==> config.mk <==
export PLATFORM = sky130hd
export DESIGN_NAME = icache_lookup
export DESIGN_NICKNAME = d
export VERILOG_FILES = /design/src/icache_pkg.sv /design/src/icache_lookup.sv
export SDC_FILE = /design/constraint.sdc
export NUM_CORES = 1
export LEC_CHECK = 0
export ABC_CLOCK_PERIOD_IN_PS = 32200
export BUFFER_PORTS_ARGS = -buffer_cell sky130_fd_sc_hd__buf_4
export CAP_MARGIN = 10
export CORE_MARGIN = 4
export CORE_UTILIZATION = 45
export CTS_CLUSTER_DIAMETER = 30
export DETAILED_ROUTE_END_ITERATION = 8
export GPL_TIMING_DRIVEN = 0
export PLACE_DENSITY = 0.7
export SYNTH_ARGS = -nofsm -noshare
export SYNTH_HDL_FRONTEND = slang
export SYNTH_SLANG_ARGS = --single-unit
==> constraint.sdc <==
create_clock -name clk_i -period 32.2 [get_ports clk_i]
set_clock_uncertainty 0.05 [all_clocks]
set_input_delay 1.61 -clock clk_i [delete_from_list [all_inputs] [get_ports clk_i]]
set_output_delay 1.61 -clock clk_i [all_outputs]
set_load 0.02 [all_outputs]
==> src/icache_pkg.sv <==
// Shared widths and encodings for the instruction cache.
// Imported by every cache module; the geometry here is fixed for the
// whole design, only the set count is a module parameter.

package icache_pkg;

  // associativity, also the number of dwords in a block
  localparam int WAYS = 4;

  localparam int BLOCK_OFFSET_W = 5;
  localparam int PAGE_OFFSET_W = 12;

  typedef logic [31:0] paddr_t;

  // page tag is everything above the untranslated offset
  typedef logic [$bits(paddr_t)-PAGE_OFFSET_W-1:0] ptag_t;
  typedef logic [PAGE_OFFSET_W-1:0] page_offset_t;

  typedef logic [63:0] dword_t;
  typedef logic [31:0] instr_t;
  typedef logic [WAYS*$bits(dword_t)-1:0] block_t;

  typedef logic [$clog2(WAYS)-1:0] way_t;

  // opcodes of the fill engine's tag packets
  typedef enum logic [1:0] {
    TAG_OP_CLEAR_SET  = 2'd0,
    TAG_OP_INVALIDATE = 2'd1,
    TAG_OP_SET_TAG    = 2'd2
  } tag_op_e;

endpackage

==> src/icache_lookup.sv <==
// Fetch pipeline of the instruction cache.
// TL holds the page offset of an accepted fetch while the arrays are read;
// TV joins it with the page tag and registers the array outputs.
// In TV the tags are compared and the hitting instruction is selected.
// Fetches without a translation or with poison are dropped at the TL edge.

`timescale 1ns/100ps

module icache_lookup
  import icache_pkg::*;
  (
  input  logic              clk_i,
  input  logic              reset_i,

  input  paddr_t            vaddr_i,
  input  logic              accept_i,

  input  ptag_t             ptag_i,
  input  logic              ptag_v_i,
  input  logic              poison_i,

  input  ptag_t  [WAYS-1:0] tags_i,
  input  logic   [WAYS-1:0] valid_i,
  input  dword_t [WAYS-1:0] rd_data_i,

  output logic              tv_v_o,
  output logic              tv_hit_o,
  output way_t              hit_way_o,
  output paddr_t            tv_paddr_o,
  output logic   [WAYS-1:0] tv_valid_o,

  output instr_t            data_o,
  output logic              data_v_o
);

  localparam int word_w_lp = $clog2(WAYS);
  localparam int byte_w_lp = BLOCK_OFFSET_W - word_w_lp;
  localparam int instr_w_lp = $bits(instr_t);

  logic tl_v_r;
  page_offset_t tl_offset_r;

  logic tv_we;
  logic tv_v_r;
  paddr_t tv_paddr_r;
  ptag_t  [WAYS-1:0] tv_tags_r;
  logic   [WAYS-1:0] tv_valid_r;
  dword_t [WAYS-1:0] tv_data_r;

  logic [WAYS-1:0] hit_vec;
  logic [word_w_lp-1:0] tv_word;
  way_t bank_sel;
  dword_t hit_dword;

  always_ff @(posedge clk_i) begin
    if (reset_i) begin
      tl_v_r <= 1'b0;
    end else begin
      tl_v_r <= accept_i;
    end
  end

  // only the untranslated bits are needed past TL
  always_ff @(posedge clk_i) begin
    if (accept_i) begin
      tl_offset_r <= vaddr_i[PAGE_OFFSET_W-1:0];
    end
  end

  assign tv_we = tl_v_r & ptag_v_i & ~poison_i;

  always_ff @(posedge clk_i) begin
    if (reset_i) begin
      tv_v_r <= 1'b0;
    end else begin
      tv_v_r <= tv_we;
    end
  end

  always_ff @(posedge clk_i) begin
    if (tv_we) begin
      tv_paddr_r <= {ptag_i, tl_offset_r};
      tv_tags_r  <= tags_i;
      tv_valid_r <= valid_i;
      tv_data_r  <= rd_data_i;
    end
  end

  for (genvar w = 0; w < WAYS; w++) begin : g_cmp
    assign hit_vec[w] = tv_valid_r[w]
      & (tv_tags_r[w] == tv_paddr_r[$bits(paddr_t)-1:PAGE_OFFSET_W]);
  end

  // lowest hitting way wins
  always_comb begin
    hit_way_o = '0;
    for (int w = WAYS-1; w >= 0; w--) begin
      if (hit_vec[w]) begin
        hit_way_o = way_t'(w);
      end
    end
  end

  assign tv_word = tv_paddr_r[byte_w_lp +: word_w_lp];
  assign bank_sel = hit_way_o ^ tv_word;
  assign hit_dword = tv_data_r[bank_sel];

  // address bit 2 picks the instruction half
  assign data_o = tv_paddr_r[byte_w_lp-1]
    ? hit_dword[instr_w_lp +: instr_w_lp]
    : hit_dword[0 +: instr_w_lp];

  assign tv_hit_o   = |hit_vec;
  assign data_v_o   = tv_v_r & tv_hit_o;
  assign tv_v_o     = tv_v_r;
  assign tv_paddr_o = tv_paddr_r;
  assign tv_valid_o = tv_valid_r;

endmodule

==> flow_summary.yaml, run 1 <==
outcome:
  run_status: "complete, no violations"
sta:
  finalWorstPathRequiredPeriod_ns: 7.57
  portion_of_the_clock_cycle_consumed_by_the_worst_path_in_the_final_layout: 0.235
  postLayoutSetupSlackWorst_ns: 24.63
  fin_setup_tns_ns: 0
  relSlewSlack: 0.402
  report.final.hold_viol_count: 0
  setup_viol: 0
  worst_slew_pin_tran_ns: 0.892
  grt_setup_unrepaired: "false"
  clock.fmax_mhz: 132
  timing_max_transition_violations_final: 0
cells_and_area:
  layout_cell_share_with_drive_strength_beyond_1: 0.302
  filler_cell_count: 2992
  area_growth_from_synthesis_to_layout_pct: 39.9
  final_cells: 2616
  layout.nets: 2398
place:
  io_buffers: 449
  detailedPlace.worstSlack_ns: 25.08
  place.detailed.hpwl_um: 50200
  placer_congestion: 0.955
  place_inst: 2435
setup_path:
  critPathRequiredTime_ns: 30.54
  timing.critical_path.max_delay_family: "buffers and inverters"
  crit_path_max_fanout: 10
  crit_path_end_kind: "output port"
  arrival_ns: 5.91
  crit_buf_inv: 4
  worst-setup-path-type: "reg -> out"
  crit_slowest_cell: "sky130_fd_sc_hd__clkbuf_1"
  timing.critical_path.from_type: "register"
  critical_path.max_stage_delay_ns: 0.64
  cp_cell_sequence: "xnor2_1, or4b_1, or4_1, a211oi_1, mux2i_1, buf_4, clkbuf_1, clkbuf_1, nand2_1, nand4_1, o211ai_1, o31ai_1, buf_4"
synthesis:
  synth_edf_count: 384
  synth.largest_area_cell: "sky130_fd_sc_hd__edfxtp_1"
  synthArstFlopShare: 0
  synth_seq_area_share: 0.639
  syn_nets: 1846
  dominantRegCellSynth: "sky130_fd_sc_hd__edfxtp_1"
  synth_top_area_share: 0.637
  synthesis.area_um2: 18100
  synthesis.instances: 1449
  distinct_cell_type_count_after_synthesis: 49
  ys_top_cells_by_area: "sky130_fd_sc_hd__edfxtp_1 (64%), sky130_fd_sc_hd__a221o_1 (4.1%), sky130_fd_sc_hd__a22oi_1 (3.4%)"
  synth.yosys.warnings: 0
  ys_ff_latch: 386
  avgSynthCellArea_um2: 12.5
pwr:
  comb_power_share: 0.041
  total_switching_power_mw: 0.313
  power.density_nw_per_um2: 59.3
  power_report.internal_total_mw: 1.19
  peakVddDrop_v: 0.0000545
  total_leakage_power_nw: 9.35
  finalPower_mw: 1.50
  clock_power_share: 0.577
  swShare: 0.209
  power.share.sequential: 0.381
clock_tree:
  path_clk_slew_ns: 0.05
  holdBufCountCts: 0
  h-tree-depth: 3
  cts_made_buffers: 88
  post_cts_resized: 0
  postCtsSetupRepairBufs: 0
  tritoncts_clock_tree: "built"
  worstSkewPairLatency_ns: 0.61
  clk_path_buf_depth: 3
  clockRootBuffer: "sky130_fd_sc_hd__clkbuf_16"
  tritoncts_num_sinks: 386
global_routing:
  groute.layer.met1.usage: 0.390
  top_usage_layer: "met2"
  number_of_global_route_vias_before_repair: 15800
  antenna_violations_before_repair: 19
  grt_total_usage: 0.302
  grt_start_max_net_pins: 37
  wire_length_of_the_first_global_routing_pass_um: 99300
  grt_use_met3: 0.0853
  grt_overflow_total: 0
  gr-usage-met2: 0.465
floorplanning:
  core-area_um2: 39700
  die_width_um: 209
  fp-row-count: 73
  chipHeight_um: 209
  initial_utilization: 0.456
  die-area_um2: 43500
  pin_count: 470
detailed_routing:
  drc: 0
  ant_nets: 0
  route.detailed.wl_per_inst_um: 26.3
  vias: 16400
  routed_via_density: 6.26
  drt_iter0_markers: 2105
  route.final.wire_length_um: 68800
  drt-pass1-iter-count: 7
run:
  cap_viol_max_count: 0
worst_hold_path:
  hold_class: "reg -> reg"
-- layout make-up --
| cell class | instances | area, µm² | area share |
|---|---|---|---|
| Antenna cell | 17 | 42.5 | 0.00168 |
| Buffer | 125 | 532 | 0.0210 |
| Clock buffer | 115 | 2350 | 0.0930 |
| Clock inverter | 48 | 544 | 0.0215 |
| Inverter | 3 | 11.3 | 0.000445 |
| Multi-Input combinational cell | 935 | 6000 | 0.237 |
| Sequential cell | 386 | 11600 | 0.457 |
| Tap cell | 525 | 657 | 0.0259 |
| Timing Repair Buffer | 462 | 3620 | 0.143 |
-- cells in the mapped netlist (all sizes together) (3+ instances only) --
cell	count
nor2	55
nor4	13
nand3	76
a311oi	29
o21a	7
o211a	3
a21oi	49
a221o	75
nor3	35
buf	31
a22oi	83
nand2	162
edfxtp	384
o31ai	26
and3	23
o22ai	14
xor2	47
a31o	6
a211oi	10
clkbuf	94
xnor2	37
o21ai	64
o211ai	26
and4	7
inv	3
a221oi	17
or4	4
a22o	14
nand4	38
-- path summary, 6_finish.rpt --
| path | cells after the start | end | slack, ns | startpoint |
|---|---|---|---|---|
| min reg2reg | 0 | tv_paddr_o[8] | 0.36 | tl_offset_r[8] |
| max reg2reg | 6 | tv_data_r[211] | 29.84 | tl_v_r |
| min | 0 | tv_paddr_o[8] | 0.36 | tl_offset_r[8] |
| max | 13 | data_o[31] | 24.63 | tv_paddr_o[18] |
-- sequential cells by signal, indices dropped and copies added (netlist names) --
name	count
tv_paddr_o	32
tv_v_o	1
tl_v_r	1
tv_valid_o	4
tv_tags_r	80
tl_offset_r	12
tv_data_r	256
-- power groups by stage --
| stage | Sequential, mW | Clock, mW | Combinational, mW |
|---|---|---|---|
| final | 0.573 | 0.867 | 0.0617 |
| after global routing | 0.573 | 0.900 | 0.0654 |
| after CTS | 0.573 | 0.870 | 0.0612 |
| after detailed placement | 0.581 | 0 | 0.0606 |
| after global placement | 0.590 | 0 | 0.0578 |
| after floorplan | 0.586 | 0 | 0.0135 |
-- metrics by stage --
| stage | util | cell area, µm² | hold WS [ns] |
|---|---|---|---|
| 3_5_place_dp | 0.563 | 22400 | 0.355 |
| 3_3_place_gp | 0.557 | 22100 | 0.352 |
| 5_1_grt | 0.637 | 25300 | 0.368 |
| 4_1_cts | 0.636 | 25300 | 0.365 |
| 2_1_floorplan | - | 18100 | 0.350 |
| 6_report | 0.638 | 25300 | 0.363 |
-- per-layer routing --
| layer | part of all wire | wire [µm] | vias up |
|---|---|---|---|
| li1 | - | - | 6975 |
| met1 | 0.36 | 24700 | 7859 |
| met2 | 0.47 | 32000 | 1325 |
| met3 | 0.12 | 8460 | 223 |
| met4 | 0.053 | 3650 | 4 |
| met5 | 0.00046 | 32 | - |
-- worst reg2reg max path: cells and delay by family (launching register included) --
family	cells	cell delay, ns
buffers and inverters	4	1.09
flip-flops	1	0.30
AND/OR/NAND/NOR	2	0.60
-- cell families after synthesis --
group | synth area share
compound gates | 0.178
simple gates | 0.111
flops | 0.639
buf+inv | 0.0300
xor+xnor | 0.0410
mux | 0.00111
-- layout by cell type, fill, tap and decap left out, types with 4 or more instances in the layout --
| cell type | n |
|---|---|
| sky130_fd_sc_hd__and3_1 | 23 |
| sky130_fd_sc_hd__nand3_1 | 76 |
| sky130_fd_sc_hd__nand2_1 | 162 |
| sky130_fd_sc_hd__a22oi_1 | 83 |
| sky130_fd_sc_hd__a211oi_1 | 8 |
| sky130_fd_sc_hd__o31ai_2 | 4 |
| sky130_fd_sc_hd__a21oi_1 | 49 |
| sky130_fd_sc_hd__clkinv_2 | 8 |
| sky130_fd_sc_hd__a22o_1 | 14 |
| sky130_fd_sc_hd__buf_4 | 454 |
| sky130_fd_sc_hd__or4_1 | 4 |
| sky130_fd_sc_hd__clkinvlp_4 | 6 |
| sky130_fd_sc_hd__a221o_1 | 75 |
| sky130_fd_sc_hd__o21a_1 | 7 |
| sky130_fd_sc_hd__nor4_1 | 13 |
| sky130_fd_sc_hd__clkinv_1 | 14 |
| sky130_fd_sc_hd__and4_1 | 7 |
| sky130_fd_sc_hd__xor2_1 | 47 |
| sky130_fd_sc_hd__a311oi_1 | 29 |
| sky130_fd_sc_hd__nor3_1 | 35 |
| sky130_fd_sc_hd__nor2_1 | 54 |
| sky130_fd_sc_hd__xnor2_1 | 36 |
| sky130_fd_sc_hd__bufinv_16 | 9 |
| sky130_fd_sc_hd__diode_2 | 17 |
| sky130_fd_sc_hd__buf_2 | 20 |
| sky130_fd_sc_hd__edfxtp_1 | 384 |
| sky130_fd_sc_hd__o21ai_0 | 61 |
| sky130_fd_sc_hd__a31o_1 | 6 |
| sky130_fd_sc_hd__clkbuf_1 | 117 |
| sky130_fd_sc_hd__buf_1 | 4 |
| sky130_fd_sc_hd__clkbuf_16 | 89 |
| sky130_fd_sc_hd__o31ai_1 | 22 |
| sky130_fd_sc_hd__a221oi_1 | 15 |
| sky130_fd_sc_hd__clkinv_4 | 5 |
| sky130_fd_sc_hd__o211ai_1 | 26 |
| sky130_fd_sc_hd__o22ai_1 | 14 |
| sky130_fd_sc_hd__nand4_1 | 38 |
| sky130_fd_sc_hd__buf_12 | 12 |
Power figures use the tool's default switching activity.
==> inputs of run 2 (changes only) <==
- ABC_AREA: not set -> 1
- ABC_CLOCK_PERIOD_IN_PS: 32200 -> 7100
- clock period: 32.2 -> 7.1 ns (I/O delays scaled with it)
==> run 2 against run 1 <==
Net effect:
- global-route usage increased by 1.6 points
- clock power rose to 4.3 times the previous value
- utilization rose by 11 points
- wire length hardly changed
- count of clock-buffer cells in the layout decreased by 25
- synthesized cell count grew 19%
- power rose to 4.6 times the previous value
- final cell count up 24%
- first-iteration DRC count decreased by 28%
- critical endpoint is now data_o[7]
- largest cell class unchanged
- largest power group unchanged
==> flow_summary.yaml, run 2 <==
clock_tree:
  clockRootBuffer: "sky130_fd_sc_hd__clkbuf_16"
  tritoncts_clock_tree: "built"
  path_clk_slew_ns: 0.06
  holdBufCountCts: 374
  clk_path_buf_depth: 3
  worstSkewPairLatency_ns: 0.58
  tritoncts_num_sinks: 386
  post_cts_resized: 0
  postCtsSetupRepairBufs: 0
  cts_made_buffers: 79
  h-tree-depth: 3
detailed_routing:
  drt_iter0_markers: 1525
  met3_wirelength_um: 6250
  drc: 0
  met2RoutedLength_um: 34900
  routed_via_density: 5.10
  route.final.wire_length_um: 68900
  vias: 16600
  route.detailed.wl_per_inst_um: 21.2
  drt-pass1-iter-count: 5
  wl_met1_um: 24300
  ant_nets: 0
  top_layer_in_use: "met4"
synthesis:
  distinct_cell_type_count_after_synthesis: 32
  avgSynthCellArea_um2: 10.1
  synthesis.instances: 1730
  ys_ff_latch: 386
  dominantRegCellSynth: "sky130_fd_sc_hd__edfxtp_1"
  synthesis.area_um2: 17500
  ys_top_cells_by_count: "sky130_fd_sc_hd__nand2_1 (471), sky130_fd_sc_hd__edfxtp_1 (384), sky130_fd_sc_hd__inv_1 (335)"
  synth_edf_count: 384
  ys_top_cells_by_area: "sky130_fd_sc_hd__edfxtp_1 (66%), sky130_fd_sc_hd__nand2_1 (10%), sky130_fd_sc_hd__nand3_1 (9.0%)"
  synth_seq_area_share: 0.661
  synth.most_common_cell: "sky130_fd_sc_hd__nand2_1"
  synth.largest_area_cell: "sky130_fd_sc_hd__edfxtp_1"
  syn_nets: 2127
  synth_top_area_share: 0.658
  synth.yosys.warnings: 0
  synthArstFlopShare: 0
global_routing:
  grt_start_max_net_pins: 24
  wire_length_of_the_first_global_routing_pass_um: 101000
  number_of_global_route_vias_before_repair: 17400
  grt_overflow_total: 0
  antenna_violations_before_repair: 11
  grt_total_usage: 0.318
sta:
  report.final.hold_viol_count: 0
  setup_viol: 0
  postLayoutSetupSlackWorst_ns: 2.84
  fin_setup_tns_ns: 0
  relSlewSlack: 0.580
  portion_of_the_clock_cycle_consumed_by_the_worst_path_in_the_final_layout: 0.601
  clock.fmax_mhz: 234
  grt_setup_unrepaired: "false"
  timing_max_transition_violations_final: 0
  finalWorstPathRequiredPeriod_ns: 4.26
  worst_slew_pin_tran_ns: 0.631
setup_path:
  critical_path.max_stage_delay_ns: 0.50
  crit_slowest_cell: "sky130_fd_sc_hd__edfxtp_1"
  arrival_ns: 3.86
  timing.critical_path.from_type: "register"
  critPathRequiredTime_ns: 6.69
  critPathMostFrequentCell: "sky130_fd_sc_hd__nand2_1"
  crit_path_start: "tv_paddr_o[19]"
  reg2reg_from: "tl_v_r"
  worst-setup-path-type: "reg -> out"
  cp_cell_sequence: "inv_1, nand2_1, nand2_1, nor2_1, nand2_1, nor2_1, nand3_1, o21ai_1, nand4_1, nand2_1, buf_2, nand3_1, nand2_1, nand2_1, nand2_1, buf_4"
  crit_path_max_fanout: 10
  crit_path_end_kind: "output port"
place:
  placer_congestion: 0.924
  place.detailed.hpwl_um: 45000
  detailedPlace.worstSlack_ns: 3.55
  io_buffers: 449
floorplanning:
  core-area_um2: 38000
  die-area_um2: 42100
  fp-row-count: 71
  initial_utilization: 0.461
  die_width_um: 205
  pin_count: 470
  chipHeight_um: 205
run:
  cap_viol_max_count: 0
outcome:
  run_status: "complete, no violations"
cells_and_area:
  seq_area_um2: 11600
  largest_register_ff_count: 256
  most-common-layout-cells: "sky130_fd_sc_hd__nand2_1 (471), sky130_fd_sc_hd__buf_4 (452), sky130_fd_sc_hd__edfxtp_1 (384)"
  final_util: 0.750
  layout.nets: 3052
  multiInputGateArea_um2: 4170
  area_growth_from_synthesis_to_layout_pct: 62.7
  layout_cell_share_with_drive_strength_beyond_1: 0.255
  top_register: "tv_data_r"
  mostFrequentLayoutCell: "sky130_fd_sc_hd__nand2_1"
  filler_cell_count: 2330
pwr:
  power.density_nw_per_um2: 240
  total_leakage_power_nw: 13.2
  peakVddDrop_v: 0.000227
worst_hold_path:
  hold_class: "in -> reg"
  hp-start: "poison_i"
run 2: cell count changes after synthesis, moves of 29 or more:
cell	change
sky130_fd_sc_hd__a21oi_1	-48
sky130_fd_sc_hd__o21ai_0	-54
sky130_fd_sc_hd__a22oi_1	-83
sky130_fd_sc_hd__clkbuf_1	-91
sky130_fd_sc_hd__nand3_1	+238
sky130_fd_sc_hd__nand2_1	+309
sky130_fd_sc_hd__xor2_1	-42
sky130_fd_sc_hd__a311oi_1	-29
sky130_fd_sc_hd__a221o_1	-75
sky130_fd_sc_hd__inv_1	+332
run 2: kinds of logic (layout without fill, tap and decap cells):
kind of cell,after synthesis,in the layout,share of synthesized area
compound gates,11,11,0.00343
xor+xnor,18,18,0.00900
buf+inv,410,1398,0.102
flops,386,386,0.661
other cells,0,14,0
simple gates,905,905,0.225
run 2: layout make-up:
type | count | area share
plain buffers | 63 | 0.0170
repair buffers | 844 | 0.266
clock buffers | 90 | 0.0742
multi-input cells | 934 | 0.146
well taps | 511 | 0.0224
clock inverters | 54 | 0.0205
inverters | 347 | 0.0461
diodes | 14 | 0.00123
flip-flops and latches | 386 | 0.406
run 2: per-layer routing:
layer  vias up  track usage
met4         0        0.144
li1       7517            -
met3       240       0.0763
met5         -            0
met2      1019        0.562
met1      7775        0.366
run 2: stage by stage:
stage	hold WS, ns	cells	area (µm²)	total power [mW]
CTS	0.00965	3229	28500	6.81
global route	0.0317	3240	28500	7.02
floorplan	0.350	1730	17500	2.72
global placement	0.351	2690	21500	2.94
finish	0.0453	3243	28500	6.85
detailed placement	0.355	2711	22000	2.94
run 2: report_power, final:
part / total (mW) / switching (mW) / internal (mW)
Clock: 3.75 / 1.31 / 2.45
Combinational: 0.513 / 0.196 / 0.317
Sequential: 2.59 / 0.0215 / 2.57
Total: 6.85 / 1.52 / 5.33
run 2: final timing paths:
kind / slack [ns] / cells past startpoint / end
hold reg to reg: 0.37 / 0 / tv_paddr_o[6]
setup / recovery: 2.84 / 16 / data_o[7]
setup reg to reg: 4.45 / 10 / tv_data_r[194]
hold / removal: 0.05 / 2 / tv_tags_r[16]
run 2: worst max-delay path: cells and delay by family, from the launching register on:
| family | cells | cell delay, ns |
|---|---|---|
| simple gates | 12 | 1.89 |
| buf+inv | 3 | 0.67 |
| flops | 1 | 0.50 |
| compound gates | 1 | 0.17 |
==> inputs of run 3 (changes only) <==
- ABC_CLOCK_PERIOD_IN_PS: 7100 -> 4300
- clock period: 7.1 -> 4.3 ns (I/O delays scaled with it)
==> run 3 against run 2 <==
Net effect:
- hold slack improved by 0.039 ns
- final area increased by 0.98%
- sequential share of layout area decreased by 0.39 points
- highest routed layer is now met5
==> flow_summary.yaml, run 3 (synthesis gave the netlist of run 2 again) <==
sta:
  finalWorstPathRequiredPeriod_ns: 4.17
  timing.hold.ws_ns: 0.0839
  relSlewSlack: 0.454
  timing_max_transition_violations_final: 0
  setup_viol: 0
  worst_slew_pin_tran_ns: 0.817
  clock.fmax_mhz: 240
  report.final.hold_viol_count: 0
  portion_of_the_clock_cycle_consumed_by_the_worst_path_in_the_final_layout: 0.969
  grt_setup_unrepaired: "false"
setup_path:
  critPathMostFrequentCell: "sky130_fd_sc_hd__nand2_1"
  timing.reg2reg.worst_path_depth: 10
  critical_path.max_stage_delay_ns: 0.57
  crit_path_max_fanout: 10
  crit_slowest_cell: "sky130_fd_sc_hd__edfxtp_1"
  crit_path_start: "tv_paddr_o[23]"
  crit_path_end_kind: "output port"
  cp_cell_sequence: "inv_2, nand2_1, nand2_1, nor2_1, nand2_1, nor2_1, nand3_1, o21ai_1, nand4_1, nand2_1, buf_2, nand3_1, nand2_1, nand2_1, nand2_1, buf_4"
  regToRegSetupSlack_ns: 1.37
  end_point_of_the_critical_path: "data_o[4]"
  destination_of_the_worst_register_to_register_timing_path: "tv_data_r[88]"
  worst-setup-path-type: "reg -> out"
  arrival_ns: 3.90
  timing.critical_path.from_type: "register"
  critPathRequiredTime_ns: 4.03
  reg2reg_from: "tl_v_r"
detailed_routing:
  routed_via_density: 5.20
  drt_iter0_markers: 1695
  route.final.wire_length_um: 71400
  drc: 0
  vias: 16900
  ant_nets: 0
  route.detailed.wl_per_inst_um: 21.9
  drt-pass1-iter-count: 8
cells_and_area:
  largest_register_ff_count: 256
  area_growth_from_synthesis_to_layout_pct: 64.3
  filler_cell_count: 2279
  most-common-layout-cells: "sky130_fd_sc_hd__nand2_1 (471), sky130_fd_sc_hd__buf_4 (452), sky130_fd_sc_hd__edfxtp_1 (384)"
  top_register: "tv_data_r"
  layout.nets: 3059
  mostFrequentLayoutCell: "sky130_fd_sc_hd__nand2_1"
  layout_cell_share_with_drive_strength_beyond_1: 0.257
  final_util: 0.757
global_routing:
  grt_start_max_net_pins: 24
  grt_total_usage: 0.333
  antenna_violations_before_repair: 9
  grt_overflow_total: 0
  number_of_global_route_vias_before_repair: 18000
  wire_length_of_the_first_global_routing_pass_um: 105000
floorplanning:
  fp-row-count: 71
  chipHeight_um: 205
  die_width_um: 205
  die-area_um2: 42100
  core-area_um2: 38000
  pin_count: 470
  initial_utilization: 0.461
clock_tree:
  tritoncts_clock_tree: "built"
  clk_path_buf_depth: 3
  h-tree-depth: 3
  clockRootBuffer: "sky130_fd_sc_hd__clkbuf_16"
  postCtsSetupRepairBufs: 0
  path_clk_slew_ns: 0.05
  worstSkewPairLatency_ns: 0.59
  tritoncts_num_sinks: 386
  cts_made_buffers: 84
place:
  io_buffers: 449
  place.detailed.hpwl_um: 45100
  placer_congestion: 0.927
pwr:
  total_leakage_power_nw: 13.3
  power.density_nw_per_um2: 412
  peakVddDrop_v: 0.000447
outcome:
  run_status: "complete, no violations"
worst_hold_path:
  hp-start: "ptag_v_i"
  hold_class: "in -> reg"
run:
  cap_viol_max_count: 0
## run 3: changes by cell type in the layout (fill, tap and decap cells not counted), sizes merged
cell,delta
clkbuf,+8
clkinv,-6
inv,+6
bufinv,+3
diode,-3
dlygate4sd3,+3
clkinvlp,+2
buf,-1
## run 3: through the flow
| stage | power, mW | setup slack [ns] | cells | area, µm² | TNS, ns |
|---|---|---|---|---|---|
| final | 11.9 | 0.135 | 3255 | 28800 | 0 |
| after global routing | 12.2 | 0.00235 | 3251 | 28800 | 0 |
| after CTS | 11.8 | 0.0778 | 3244 | 28700 | 0 |
| after detailed placement | 4.86 | 0.724 | 2710 | 22000 | 0 |
| after global placement | 4.85 | -8.56 | 2690 | 21500 | -3166.79 |
| after floorplan | 4.50 | -5.28 | 1730 | 17500 | -1964.23 |
## run 3: worst min path at each step
stage | depth (start not counted) | endpoint | slack [ns]
final | 3 | tv_data_r[169] | 0.08
after floorplan | 1 | tl_v_r | 0.23
after global routing | 3 | tv_data_r[163] | 0.06
after CTS | 3 | tv_data_r[227] | 0.04
after detailed placement | 2 | tl_v_r | 0.33
after global placement | 2 | tl_v_r | 0.32
## run 3: critical path, delay by kind of cell (launching register included)
| family | cells | cell delay [ns] |
|---|---|---|
| AND/OR/NAND/NOR | 12 | 1.92 |
| buffers and inverters | 3 | 0.62 |
| flip-flops | 1 | 0.57 |
| AO/OA/AOI/OAI | 1 | 0.16 |
## run 3: metal layers
metal,up-vias,part of all wire,wire (µm),track usage
met5,-,0.00014,10,0
met4,2,0.062,4420,0.196
met3,319,0.094,6740,0.0864
met2,1161,0.50,35400,0.575
met1,7906,0.35,24800,0.371
li1,7536,-,-,-
## run 3: where the power goes
group / switching, mW / internal (mW)
Clock: 2.26 / 4.47
Sequential: 0.0366 / 4.24
Combinational: 0.333 / 0.525
## run 3: cell type report
cell class / instances / area (µm²) / share of cell area
flip-flops and latches: 386 / 11600 / 0.402
inverters: 347 / 1300 / 0.0453
plain buffers: 63 / 484 / 0.0168
clock inverters: 59 / 699 / 0.0243
clock buffers: 98 / 2260 / 0.0786
well taps: 511 / 639 / 0.0222
diodes: 11 / 27.5 / 0.000956
multi-input cells: 934 / 4170 / 0.145
repair buffers: 846 / 7620 / 0.265
## run 3: timing repair
item / in CTS / in global routing
hold buffers: 377 / 0
hold endpoints to repair: 397 / 0
gates resized for setup: 0 / 1
endpoints found under the setup margin: 0 / 9
